### config.mk
export PLATFORM = sky130hd
export DESIGN_NAME = ex_mem_top
export DESIGN_NICKNAME = d
export VERILOG_FILES = /design/src/hdl/cpu_types_pkg.sv /design/src/hdl/data_path_muxs_pkg.sv /design/src/hdl/ex_mem_reg.sv /design/src/hdl/ex_mem_top.sv /design/src/hdl/execute_unit.sv /design/src/hdl/id_ex_decode.sv /design/src/hdl/mem_stage.sv
export VERILOG_INCLUDE_DIRS = /design/src /design/src/hdl
export SDC_FILE = /design/constraint.sdc
export NUM_CORES = 1
export LEC_CHECK = 0
export BUFFER_PORTS_ARGS = -buffer_cell sky130_fd_sc_hd__buf_2
export CAP_MARGIN = 10
export CORE_ASPECT_RATIO = 1.5
export CORE_UTILIZATION = 50
export DETAILED_ROUTE_END_ITERATION = 12
export PLACE_DENSITY = 0.78
export SYNTH_ARGS = -nofsm -noshare
export SYNTH_HDL_FRONTEND = slang
export SYNTH_SLANG_ARGS = --single-unit
### constraint.sdc
create_clock -name CLK -period 4.88 [get_ports CLK]
set_input_delay 0.976 -clock CLK [delete_from_list [all_inputs] [get_ports CLK]]
set_output_delay 0.976 -clock CLK [all_outputs]
set_load 0.1 [all_outputs]
### src/hdl/cpu_params.svh
//~~~~~~~~~~~~~~~~~~~~~~~~~~~~~~~~~~~~~~~~~~~~~~~~~~~~~~~~~~~~~~~~~~~~~~~~~~
// word and register index widths
// instruction field ranges, HALT opcode
//~~~~~~~~~~~~~~~~~~~~~~~~~~~~~~~~~~~~~~~~~~~~~~~~~~~~~~~~~~~~~~~~~~~~~~~~~~
`ifndef CPU_PARAMS_SVH
`define CPU_PARAMS_SVH

`define WORD_W 32
`define REG_W 5

// bit ranges inside an instruction word
`define OPCODE_FIELD 31:26
`define RS_FIELD 25:21
`define RT_FIELD 20:16
`define RD_FIELD 15:11
`define IMM16_FIELD 15:0
`define FUNCT_FIELD 5:0

`define OPCODE_HALT 6'h3F

`endif

### src/hdl/cpu_types_pkg.sv
//~~~~~~~~~~~~~~~~~~~~~~~~~~~~~~~~~~~~~~~~~~~~~~~~~~~~~~~~~~~~~~~~~~~~~~~~~~
// ISA level types
// data word, register index, opcode, funct and ALU operation
//~~~~~~~~~~~~~~~~~~~~~~~~~~~~~~~~~~~~~~~~~~~~~~~~~~~~~~~~~~~~~~~~~~~~~~~~~~
`include "cpu_params.svh"

package cpu_types_pkg;

	typedef logic [`WORD_W-1:0] word_t;
	typedef logic [`REG_W-1:0] regbits_t;

	// MIPS encodings, HALT uses the all ones opcode
	typedef enum logic [5:0] {
		RTYPE = 6'h00,
		ADDIU = 6'h09,
		ORI   = 6'h0D,
		LUI   = 6'h0F,
		LW    = 6'h23,
		SW    = 6'h2B,
		HALT  = `OPCODE_HALT
	} opcode_t;

	typedef enum logic [5:0] {
		ADDU = 6'h21,
		SUBU = 6'h23,
		AND  = 6'h24,
		OR   = 6'h25,
		XOR  = 6'h26,
		SLT  = 6'h2A
	} funct_t;

	typedef enum logic [3:0] {
		ALU_ADD,
		ALU_SUB,
		ALU_AND,
		ALU_OR,
		ALU_XOR,
		ALU_SLT,
		ALU_LUI
	} aluop_t;

endpackage

### src/hdl/data_path_muxs_pkg.sv
//~~~~~~~~~~~~~~~~~~~~~~~~~~~~~~~~~~~~~~~~~~~~~~~~~~~~~~~~~~~~~~~~~~~~~~~~~~
// datapath mux selections
// destination register and writeback source
//~~~~~~~~~~~~~~~~~~~~~~~~~~~~~~~~~~~~~~~~~~~~~~~~~~~~~~~~~~~~~~~~~~~~~~~~~~
package data_path_muxs_pkg;

	// rd for R-type, rt for immediate and load forms
	typedef enum logic {
		SEL_RD,
		SEL_RT
	} reg_dest_mux_selection;

	typedef enum logic {
		SEL_RESULT,
		SEL_LOAD
	} mem_to_reg_mux_selection;

endpackage

### src/hdl/ex_mem_reg.sv
//~~~~~~~~~~~~~~~~~~~~~~~~~~~~~~~~~~~~~~~~~~~~~~~~~~~~~~~~~~~~~~~~~~~~~~~~~~
// EX/MEM pipeline register
// holds unless enabled, flush and reset load a bubble
//~~~~~~~~~~~~~~~~~~~~~~~~~~~~~~~~~~~~~~~~~~~~~~~~~~~~~~~~~~~~~~~~~~~~~~~~~~
`timescale 1ns/10ps

module ex_mem_reg (
	input logic CLK,
	input logic nRST,
	input logic enable,
	input logic flush,
	input cpu_types_pkg::word_t result,
	input cpu_types_pkg::word_t data_store,
	input cpu_types_pkg::regbits_t idex_rt,
	input cpu_types_pkg::regbits_t idex_rd,
	input data_path_muxs_pkg::reg_dest_mux_selection idex_reg_dest,
	input data_path_muxs_pkg::mem_to_reg_mux_selection idex_mem_to_reg,
	input logic idex_wen,
	input logic idex_dren,
	input logic idex_dwen,
	input logic idex_halt,
	output cpu_types_pkg::word_t exmem_result,
	output cpu_types_pkg::word_t exmem_data_store,
	output cpu_types_pkg::regbits_t exmem_rt,
	output cpu_types_pkg::regbits_t exmem_rd,
	output data_path_muxs_pkg::reg_dest_mux_selection exmem_reg_dest,
	output data_path_muxs_pkg::mem_to_reg_mux_selection exmem_mem_to_reg,
	output logic exmem_wen,
	output logic exmem_dren,
	output logic exmem_dwen,
	output logic exmem_halt
);
	import data_path_muxs_pkg::*;

	always_ff @(posedge CLK, negedge nRST) begin
		if (!nRST) begin
			exmem_result <= '0;
			exmem_data_store <= '0;
			exmem_rt <= '0;
			exmem_rd <= '0;
			exmem_reg_dest <= SEL_RD;
			exmem_mem_to_reg <= SEL_RESULT;
			exmem_wen <= 1'b0;
			exmem_dren <= 1'b0;
			exmem_dwen <= 1'b0;
			exmem_halt <= 1'b0;
		end else if (flush) begin
			// flush wins over a stalled stage
			exmem_result <= '0;
			exmem_data_store <= '0;
			exmem_rt <= '0;
			exmem_rd <= '0;
			exmem_reg_dest <= SEL_RD;
			exmem_mem_to_reg <= SEL_RESULT;
			exmem_wen <= 1'b0;
			exmem_dren <= 1'b0;
			exmem_dwen <= 1'b0;
			exmem_halt <= 1'b0;
		end else if (enable) begin
			exmem_result <= result;
			exmem_data_store <= data_store;
			exmem_rt <= idex_rt;
			exmem_rd <= idex_rd;
			exmem_reg_dest <= idex_reg_dest;
			exmem_mem_to_reg <= idex_mem_to_reg;
			exmem_wen <= idex_wen;
			exmem_dren <= idex_dren;
			exmem_dwen <= idex_dwen;
			exmem_halt <= idex_halt;
		end
	end

endmodule

### src/hdl/ex_mem_top.sv
//~~~~~~~~~~~~~~~~~~~~~~~~~~~~~~~~~~~~~~~~~~~~~~~~~~~~~~~~~~~~~~~~~~~~~~~~~~
// execute and memory half of the pipeline
// decode/ID-EX, execute, EX/MEM register, memory stage
//~~~~~~~~~~~~~~~~~~~~~~~~~~~~~~~~~~~~~~~~~~~~~~~~~~~~~~~~~~~~~~~~~~~~~~~~~~
`timescale 1ns/10ps

module ex_mem_top (
	input logic CLK,
	input logic nRST,
	input logic in_req,
	input cpu_types_pkg::word_t in_instr,
	input cpu_types_pkg::word_t in_rdat1,
	input cpu_types_pkg::word_t in_rdat2,
	input logic flush,
	input logic dmem_ack,
	input cpu_types_pkg::word_t dmem_load,
	output logic in_ack,
	output logic dmem_req,
	output logic dmem_wen,
	output cpu_types_pkg::word_t dmem_addr,
	output cpu_types_pkg::word_t dmem_store,
	output logic wb_wen,
	output cpu_types_pkg::regbits_t wb_reg,
	output cpu_types_pkg::word_t wb_data,
	output logic halt
);
	import cpu_types_pkg::*;
	import data_path_muxs_pkg::*;

	// stall from the memory stage
	logic mem_ready;

	// ID/EX register
	logic idex_valid;
	aluop_t idex_aluop;
	word_t idex_rdat1;
	word_t idex_rdat2;
	logic [15:0] idex_imm16;
	opcode_t idex_opcode;
	regbits_t idex_rt;
	regbits_t idex_rd;
	reg_dest_mux_selection idex_reg_dest;
	mem_to_reg_mux_selection idex_mem_to_reg;
	logic idex_wen;
	logic idex_dren;
	logic idex_dwen;
	logic idex_halt;

	// execute outputs
	word_t result;
	word_t data_store;

	// EX/MEM register
	word_t exmem_result;
	word_t exmem_data_store;
	regbits_t exmem_rt;
	regbits_t exmem_rd;
	reg_dest_mux_selection exmem_reg_dest;
	mem_to_reg_mux_selection exmem_mem_to_reg;
	logic exmem_wen;
	logic exmem_dren;
	logic exmem_dwen;
	logic exmem_halt;

	id_ex_decode u_id_ex (.*, .advance(mem_ready));

	execute_unit u_execute (.*);

	ex_mem_reg u_ex_mem (.*, .enable(mem_ready));

	mem_stage u_mem (.*);

endmodule

### src/hdl/execute_unit.sv
//~~~~~~~~~~~~~~~~~~~~~~~~~~~~~~~~~~~~~~~~~~~~~~~~~~~~~~~~~~~~~~~~~~~~~~~~~~
// execute stage logic
// immediate extension, operand select, ALU, store data
//~~~~~~~~~~~~~~~~~~~~~~~~~~~~~~~~~~~~~~~~~~~~~~~~~~~~~~~~~~~~~~~~~~~~~~~~~~
`timescale 1ns/10ps
`include "cpu_params.svh"

module execute_unit (
	input cpu_types_pkg::aluop_t idex_aluop,
	input cpu_types_pkg::opcode_t idex_opcode,
	input cpu_types_pkg::word_t idex_rdat1,
	input cpu_types_pkg::word_t idex_rdat2,
	input logic [15:0] idex_imm16,
	output cpu_types_pkg::word_t result,
	output cpu_types_pkg::word_t data_store
);
	import cpu_types_pkg::*;

	word_t imm_ext;
	word_t op_b;

	// ORI zero extends, LUI places the immediate on top
	always_comb begin
		case (idex_opcode)
			ORI: imm_ext = {{(`WORD_W-16){1'b0}}, idex_imm16};
			LUI: imm_ext = {idex_imm16, {(`WORD_W-16){1'b0}}};
			default: imm_ext = {{(`WORD_W-16){idex_imm16[15]}}, idex_imm16};
		endcase
		op_b = (idex_opcode == RTYPE) ? idex_rdat2 : imm_ext;
	end

	always_comb begin
		result = '0;
		case (idex_aluop)
			ALU_ADD: result = idex_rdat1 + op_b;
			ALU_SUB: result = idex_rdat1 - op_b;
			ALU_AND: result = idex_rdat1 & op_b;
			ALU_OR: result = idex_rdat1 | op_b;
			ALU_XOR: result = idex_rdat1 ^ op_b;
			// signed compare
			ALU_SLT: result[0] = $signed(idex_rdat1) < $signed(op_b);
			ALU_LUI: result = op_b;
			default: result = '0;
		endcase
	end

	assign data_store = idex_rdat2;

endmodule

### src/hdl/id_ex_decode.sv
//~~~~~~~~~~~~~~~~~~~~~~~~~~~~~~~~~~~~~~~~~~~~~~~~~~~~~~~~~~~~~~~~~~~~~~~~~~
// input side of the EX/MEM half
// four-phase req/ack slave, instruction decode, ID/EX register
//~~~~~~~~~~~~~~~~~~~~~~~~~~~~~~~~~~~~~~~~~~~~~~~~~~~~~~~~~~~~~~~~~~~~~~~~~~
`timescale 1ns/10ps
`include "cpu_params.svh"

module id_ex_decode (
	input logic CLK,
	input logic nRST,
	input logic in_req,
	input cpu_types_pkg::word_t in_instr,
	input cpu_types_pkg::word_t in_rdat1,
	input cpu_types_pkg::word_t in_rdat2,
	input logic advance,
	input logic flush,
	input logic halt,
	output logic in_ack,
	output logic idex_valid,
	output cpu_types_pkg::aluop_t idex_aluop,
	output cpu_types_pkg::word_t idex_rdat1,
	output cpu_types_pkg::word_t idex_rdat2,
	output logic [15:0] idex_imm16,
	output cpu_types_pkg::opcode_t idex_opcode,
	output cpu_types_pkg::regbits_t idex_rt,
	output cpu_types_pkg::regbits_t idex_rd,
	output data_path_muxs_pkg::reg_dest_mux_selection idex_reg_dest,
	output data_path_muxs_pkg::mem_to_reg_mux_selection idex_mem_to_reg,
	output logic idex_wen,
	output logic idex_dren,
	output logic idex_dwen,
	output logic idex_halt
);
	import cpu_types_pkg::*;
	import data_path_muxs_pkg::*;

	typedef enum logic [1:0] {
		IDLE,
		ACK,
		WAIT_LOW
	} hs_state_t;

	hs_state_t state_reg;
	hs_state_t state_nxt;
	opcode_t opcode;
	funct_t funct;
	aluop_t aluop;
	reg_dest_mux_selection reg_dest;
	mem_to_reg_mux_selection mem_to_reg;
	logic wen;
	logic dren;
	logic dwen;
	logic is_halt;
	logic halt_passed;
	logic accept;

	// no new work once a HALT is anywhere downstream
	assign accept = in_req && (state_reg == IDLE) && !flush && !halt && !halt_passed
		&& !(idex_valid && idex_halt) && (!idex_valid || advance);

	assign in_ack = (state_reg != IDLE);

	always_comb begin
		state_nxt = state_reg;
		case (state_reg)
			IDLE: if (accept) state_nxt = ACK;
			ACK: state_nxt = in_req ? WAIT_LOW : IDLE;
			WAIT_LOW: if (!in_req) state_nxt = IDLE;
			default: state_nxt = IDLE;
		endcase
	end

	// decode
	always_comb begin
		opcode = opcode_t'(in_instr[`OPCODE_FIELD]);
		funct = funct_t'(in_instr[`FUNCT_FIELD]);
		aluop = ALU_ADD;
		reg_dest = SEL_RT;
		mem_to_reg = SEL_RESULT;
		wen = 1'b0;
		dren = 1'b0;
		dwen = 1'b0;
		is_halt = 1'b0;
		case (opcode)
			RTYPE: begin
				reg_dest = SEL_RD;
				wen = 1'b1;
				case (funct)
					ADDU: aluop = ALU_ADD;
					SUBU: aluop = ALU_SUB;
					AND: aluop = ALU_AND;
					OR: aluop = ALU_OR;
					XOR: aluop = ALU_XOR;
					SLT: aluop = ALU_SLT;
					// unknown funct runs as a bubble
					default: wen = 1'b0;
				endcase
			end
			ADDIU: wen = 1'b1;
			ORI: begin
				aluop = ALU_OR;
				wen = 1'b1;
			end
			LUI: begin
				aluop = ALU_LUI;
				wen = 1'b1;
			end
			LW: begin
				dren = 1'b1;
				wen = 1'b1;
				mem_to_reg = SEL_LOAD;
			end
			SW: dwen = 1'b1;
			HALT: is_halt = 1'b1;
			default: wen = 1'b0;
		endcase
	end

	// handshake state and ID/EX controls
	always_ff @(posedge CLK, negedge nRST) begin
		if (!nRST) begin
			state_reg <= IDLE;
			idex_valid <= 1'b0;
			idex_wen <= 1'b0;
			idex_dren <= 1'b0;
			idex_dwen <= 1'b0;
			idex_halt <= 1'b0;
			halt_passed <= 1'b0;
		end else begin
			state_reg <= state_nxt;
			if (accept) begin
				idex_valid <= 1'b1;
				idex_wen <= wen;
				idex_dren <= dren;
				idex_dwen <= dwen;
				idex_halt <= is_halt;
			end else if (flush || advance) begin
				// emptied register must look like a bubble to EX/MEM
				idex_valid <= 1'b0;
				idex_wen <= 1'b0;
				idex_dren <= 1'b0;
				idex_dwen <= 1'b0;
				idex_halt <= 1'b0;
			end
			if (advance && idex_valid && idex_halt && !flush) begin
				halt_passed <= 1'b1;
			end
		end
	end

	// ID/EX payload
	always_ff @(posedge CLK) begin
		if (accept) begin
			idex_aluop <= aluop;
			idex_rdat1 <= in_rdat1;
			idex_rdat2 <= in_rdat2;
			idex_imm16 <= in_instr[`IMM16_FIELD];
			idex_opcode <= opcode;
			idex_rt <= in_instr[`RT_FIELD];
			idex_rd <= in_instr[`RD_FIELD];
			idex_reg_dest <= reg_dest;
			idex_mem_to_reg <= mem_to_reg;
		end
	end

endmodule

### src/hdl/mem_stage.sv
//~~~~~~~~~~~~~~~~~~~~~~~~~~~~~~~~~~~~~~~~~~~~~~~~~~~~~~~~~~~~~~~~~~~~~~~~~~
// output side of the EX/MEM half
// four-phase data memory master, writeback register, halt latch
//~~~~~~~~~~~~~~~~~~~~~~~~~~~~~~~~~~~~~~~~~~~~~~~~~~~~~~~~~~~~~~~~~~~~~~~~~~
`timescale 1ns/10ps

module mem_stage (
	input logic CLK,
	input logic nRST,
	input cpu_types_pkg::word_t exmem_result,
	input cpu_types_pkg::word_t exmem_data_store,
	input cpu_types_pkg::regbits_t exmem_rt,
	input cpu_types_pkg::regbits_t exmem_rd,
	input data_path_muxs_pkg::reg_dest_mux_selection exmem_reg_dest,
	input data_path_muxs_pkg::mem_to_reg_mux_selection exmem_mem_to_reg,
	input logic exmem_wen,
	input logic exmem_dren,
	input logic exmem_dwen,
	input logic exmem_halt,
	input logic dmem_ack,
	input cpu_types_pkg::word_t dmem_load,
	output logic mem_ready,
	output logic dmem_req,
	output logic dmem_wen,
	output cpu_types_pkg::word_t dmem_addr,
	output cpu_types_pkg::word_t dmem_store,
	output logic wb_wen,
	output cpu_types_pkg::regbits_t wb_reg,
	output cpu_types_pkg::word_t wb_data,
	output logic halt
);
	import cpu_types_pkg::*;
	import data_path_muxs_pkg::*;

	typedef enum logic [1:0] {
		IDLE,
		REQ,
		WAIT_ACK_LOW
	} mem_state_t;

	mem_state_t state_reg;
	regbits_t dest;
	logic mem_op;
	logic txn_load;

	assign dest = (exmem_reg_dest == SEL_RT) ? exmem_rt : exmem_rd;
	assign mem_op = exmem_dren | exmem_dwen;

	// EX/MEM only drains while no transaction is open
	assign mem_ready = (state_reg == IDLE);
	assign dmem_req = (state_reg == REQ);

	always_ff @(posedge CLK, negedge nRST) begin
		if (!nRST) begin
			state_reg <= IDLE;
			txn_load <= 1'b0;
			wb_wen <= 1'b0;
			halt <= 1'b0;
		end else begin
			wb_wen <= 1'b0;
			case (state_reg)
				IDLE: begin
					if (mem_op) begin
						state_reg <= REQ;
						txn_load <= exmem_wen && (exmem_mem_to_reg == SEL_LOAD)
							&& (dest != '0);
					end else begin
						wb_wen <= exmem_wen && (dest != '0);
					end
					if (exmem_halt) begin
						halt <= 1'b1;
					end
				end
				REQ: if (dmem_ack) state_reg <= WAIT_ACK_LOW;
				WAIT_ACK_LOW: begin
					// ack low closes the transaction, load writes back now
					if (!dmem_ack) begin
						state_reg <= IDLE;
						wb_wen <= txn_load;
					end
				end
				default: state_reg <= IDLE;
			endcase
		end
	end

	// transaction and writeback payload
	always_ff @(posedge CLK) begin
		if (state_reg == IDLE) begin
			dmem_wen <= exmem_dwen;
			dmem_addr <= exmem_result;
			dmem_store <= exmem_data_store;
			wb_reg <= dest;
			wb_data <= exmem_result;
		end else if (state_reg == REQ && dmem_ack) begin
			wb_data <= dmem_load;
		end
	end

endmodule

# After elaboration in Yosys (flattened, before gate mapping)
# Cells that the tools add are included.
# totals
register_bits,297
elab_cells,160
# op_classes
order_cmp,1
eq_ne,29
reduce_logical,37
n_mux,52
bitwise,4
add_sub_neg,2
# ops
op,count
$mux W32,7
$pmux W31 S6,1
$pmux W32 S2,1
$eq A6 B6 Y1 const B,9
$add A32 B32 Y32,1
$and A32 B32 Y32,1
$lt A32 B32 Y1,1
$or A32 B32 Y32,1
$sub A32 B32 Y32,1
$xor A32 B32 Y32,1
$eq A6 B4 Y1 const B,5
$mux W1,25
$mux W5,5
$pmux W3 S5,1
$logic_and A1 B1 Y1,14
$eq A4 B3 Y1 const B,3
$logic_not A6 Y1,2
$mux W2,6
$pmux W2 S3,2
$pmux W4 S3,1
$eq A4 B2 Y1 const B,2
$reduce_bool A2 Y1,4
$pmux W1 S7,1
$ne A2 B2 Y1 const B,3
other kinds (15),27

# Longest topological paths before layout
# depth
ltp_word,9
mapped_depth,18

# By module
# From an unflattened synthesis, not the netlist that was laid out.
# unflattened
hier_cells,1507
area_unflattened_um2,16637.2
# by_module_without_submodules
mod,seq_area_each_um2,n_inst,cells_each,area_each_um2
execute_unit,0.0,1,913,6084.6
mem_stage,3188.1,1,172,3822.4
id_ex_decode,3083.0,1,164,3460.8
ex_mem_reg,2001.9,1,258,3269.4

# Worst setup path before layout
# OpenSTA, ideal clock, no wires.
# synth_timing
path_kind,register to register
from,register u_id_ex.idex_opcode[0]
to,register u_ex_mem.exmem_result[26]
path_slack_ns,0.701
required_time_ns,4.793
path_stages_with_launch,17
period_less_slack_ns,4.179
t_arrival_ns,4.092
path_cell_list,edfxtp_1 -> or4_1 -> or3_1 -> clkbuf_1 -> and3_1 -> a21oi_1 -> ha_1 -> buf_2 -> nor4_1 -> o21ai_0 -> o21ai_2 -> o211ai_2 -> o221ai_2 -> a221o_1 -> a21boi_0 -> or4_1 -> o211ai_1
# synth_between
elab_chain_cells,7
# synth_rtl
item,line_no,text
from (decl),id_ex_decode.sv:24,"output cpu_types_pkg::opcode_t idex_opcode,"
from (signal assigned),id_ex_decode.sv:158,idex_opcode <= opcode;
$eq A6 B4 Y1,execute_unit.sv:24,case (idex_opcode)
$pmux W32 S2,execute_unit.sv:24,
$mux W32 *,execute_unit.sv:29,op_b = (idex_opcode == RTYPE) ? idex_rdat2 : imm_ext;
$sub A32 B32 Y32 (tied with other cells),execute_unit.sv:36,ALU_SUB: result = idex_rdat1 - op_b;
$pmux W31 S6 *,execute_unit.sv:34,case (idex_aluop)
$mux W32 *,ex_mem_reg.sv:59,end else if (enable) begin
$mux W32 *,ex_mem_reg.sv:47,end else if (flush) begin
to (signal assigned),ex_mem_reg.sv:60,exmem_result <= result;
to (decl),ex_mem_reg.sv:22,"output cpu_types_pkg::word_t exmem_result,"
# Every way passes the cells marked *; elsewhere a longest branch is shown, timed or not. The select of a mux whose other input is x is not followed.
# A chain may end at the register's enable or synchronous reset.

# Final worst setup path
# layout_timing
from,register u_id_ex.idex_opcode[0]
to,register u_ex_mem.exmem_result[30]
# The elaborated chain is that of the path after synthesis.

==> results by group <==
Detailed routing
  – First-pass DRT Iterations: 6
  – Via/cell ratio: 5.89
  – DRT antenna net count: 0
  – DR WL/cell: 20.9 microns
  – Detailed Route WL: 50200 microns
  – Via count: 14.2k
  – DRC marker count from the first detailed-route iteration: 1216
  – # DRC: 0

Worst setup path
  – CP peak stage delay: 0.56 ns
  – Worst Setup SP: u_id_ex.idex_opcode[0]
  – Critical Path RT: 5.36 ns
  – Crit path top cell by count: buf_4
  – Critical R2R Launch: u_id_ex.idex_opcode[0]
  – Worst-path fanout max: 7
  – Crit path capture type: register
  – Critical path cell sequence: or4_1, buf_4, nor3_4, buf_4, buf_4, buf_4, a21oi_1, ha_1, buf_4, nor2_1, o21ai_1, nand3_1, o211ai_2, o221ai_2, a221o_1, a311o_1, o221a_1, o31ai_2
  – Setup CP Type: reg2reg
  – Critical path's slowest cell: or4_1
  – Critical path launch point type: register
  – Crit path DAT: 5.18 ns

STA
  – Period minus WS final: 4.70 ns
  – Max Fclk: 213 MHz
  – Post-Route Setup TNS: 0 ns
  – Fin crit share: 0.962
  – Post-Route Skew: 0.0186 ns
  – Hold slack: 0.447 ns
  – Final Hold Vio Count: 0
  – Final slew viol count: 0
  – Setup Viol. Count Final: 0
  – Final WS setup: 0.183 ns
  – Worst-margin pin slew: 1.02 ns
  – RSZ-0062 raised after global routing: false
  – Slew headroom: 0.319

Pwr
  – Peak VDD IR: 0.402 mV
  – Logic pwr share: 0.450
  – Switching share of total power: 0.485
  – Sequential power share: 0.347
  – Clock power frac: 0.203
  – Pleak: 0.00900 uW
  – Sw power: 5190 uW
  – Pwr Density: 546 nW/um^2
  – Cell Int Power: 5500 uW

GRT
  – First-pass GRT wire length: 74800 microns
  – Largest net degree at the start of global routing: 79
  – Initial antenna violation count: 6
  – Total grt overflow: 0
  – Vias in the first global route: 13.3k
  – Global Route Usage Sum: 0.298

Synthesis
  – Synth area leader: edfxtp_1
  – Post-Syn Area: 16200 sq um
  – Distinct cells, synth: 87
  – Post-synth ARST share: 0.320
  – Syn Nets: 1897
  – Top FF cell, synth: edfxtp_1
  – Number of synthesized flops with an enable pin: 198
  – Seq cells post-synth: 291
  – Yosys warning count: 0
  – Mean post-synth cell area: 9.77 sq um
  – Synth top area share: 0.367
  – Gate count of the mapped netlist: 1659
  – Part of the Yosys area used for sequential elements: 0.510
  – Largest cells by area after synthesis: edfxtp_1 37%, dfrtp_1 14%, ha_1 8.0%, nand2_1 6.9%, a21oi_1 5.7%

Placed design
  – Pre-CTS setup slack: 0.0894 ns
  – Dpl hpwl: 36900 microns
  – Port buffer count: 233
  – RePlAce Congestion: 0.906

Die
  – FP Rows: 80
  – Core box area: 31800 sq um
  – Starting Density: 0.509
  – Die area: 33200 sq um
  – IO Count: 239
  – Die height: 223 microns
  – Die Width: 149 microns

Clock network
  – Max clock buf depth: 3
  – CTS tree: yes
  – CTS H-tree lvls: 1
  – Clock slew seen by the registers of the worst setup and hold paths: 0.07 ns
  – Num CTS Buffers: 27
  – Worst skew pair latency: 0.58 ns
  – CTS Sinks: 291
  – Clock Tree Root: clkbuf_16

Worst hold path
  – Hold Path Class: reg2reg
  – Hold_sp: u_ex_mem.exmem_data_store[5]

Layout
  – NumNets Final: 2208
  – Most frequent cells in the layout: 299 x nand2_1, 232 x buf_2, 198 x edfxtp_1
  – Synthesis-to-finish area growth: 20.8%
  – Most common cell after layout, fill and taps aside: nand2_1
  – Fin util: 0.615
  – Share of cells above drive strength 1: 0.233

Run status
  – Status: finished clean

Job
  – Max-cap violation count: 0
[path summary, 6_finish.rpt]
| path | depth (start not counted) | slack, ns | endpoint |
|---|---|---|---|
| setup / recovery | 18 | 0.18 | u_ex_mem.exmem_result[30] |
| hold / removal | 0 | 0.45 | u_mem.dmem_store[5] |
| setup reg to reg | 18 | 0.18 | u_ex_mem.exmem_result[30] |
| hold reg to reg | 0 | 0.45 | u_mem.dmem_store[5] |
| max in group asynchronous | 2 | 3.35 | u_ex_mem.exmem_halt |
| min in group asynchronous | 1 | 0.51 | u_mem.wb_wen |
[cell type report]
cell class | count | area, sq um
Inverter | 105 | 398
Sequential cell | 291 | 8270
Timing Repair Buffer | 377 | 2270
Fill cell | 2679 | 12200
Clock buffer | 35 | 767
Antenna cell | 6 | 15.0
Clock inverter | 15 | 141
Multi-Input combinational cell | 1168 | 7200
Tap cell | 410 | 513
[cell usage after synthesis, types with 7 or more instances]
library cell and number:
clkbuf_1 67, buf_2 12, buf_1 12, xnor2_1 11, a31oi_1 11, inv_1 104, and3_1 25, a21o_1 18
a21oi_1 184, o22ai_1 24, nor2b_1 11, edfxtp_1 198, nor3_1 23, dfrtp_1 93, a211o_1 8, o21bai_1 14
nand2_1 299, o211ai_1 14, a221oi_1 7, mux2i_1 10, o31ai_1 8, nand3_1 29, nor2_1 92, ha_1 103
nor4_1 12, a211oi_1 17, a22oi_1 10, o21ai_0 94, nand2b_1 7
[per-layer routing]
layer	vias to the layer above	wire length, microns	GRT usage	part of all wire
met5	-	0	0	0
met4	0	2900	0.177	0.058
met3	126	3420	0.0384	0.068
met2	681	24600	0.497	0.49
met1	6752	19300	0.368	0.38
li1	6618	-	-	-
[power by group through the flow]
| stage | logic [uW] | registers [uW] | clock network [uW] |
|---|---|---|---|
| 6_report | 4810 | 3700 | 2170 |
| 5_1_grt | 5070 | 3750 | 2280 |
| 4_1_cts | 4800 | 3700 | 2210 |
| 3_5_place_dp | 4790 | 3740 | 0 |
| 3_3_place_gp | 4720 | 3720 | 0 |
| 2_1_floorplan | 1470 | 5970 | 0 |
[per-stage QoR]
stage	total power (uW)	area, sq um	std cells
after floorplan	7440	16200	1659
after detailed placement	8530	18600	2345
after CTS	10700	19500	2395
final	10700	19600	2407
after global routing	11100	19600	2407
after global placement	8440	18600	2345
[timing repair]
action,in CTS,in global routing
hold buffers,0,0
endpoints found under the setup margin,0,11
endpoints found under the hold margin,0,0
setup buffers,0,6
resized for setup,0,4
[worst max-delay path, delay by kind of cell, from the launching register on]
family / cells / cell delay (ns)
AO/OA/AOI/OAI: 8 / 2.04
adder cells (fa/ha/maj): 1 / 0.47
AND/OR/NAND/NOR: 4 / 0.94
flip-flops: 1 / 0.40
buffers and inverters: 5 / 0.76
[cell families after synthesis]
family	after synthesis	share of synthesized area
AOI/OAI and AO/OA	499	0.196
and+or+nand+nor	534	0.145
DFF	291	0.510
xor gates and xnor gates	14	0.00757
muxes	16	0.0110
buffers and inverters	200	0.0480
adders and majority gates	105	0.0820
(Power assumes the default switching activity.)
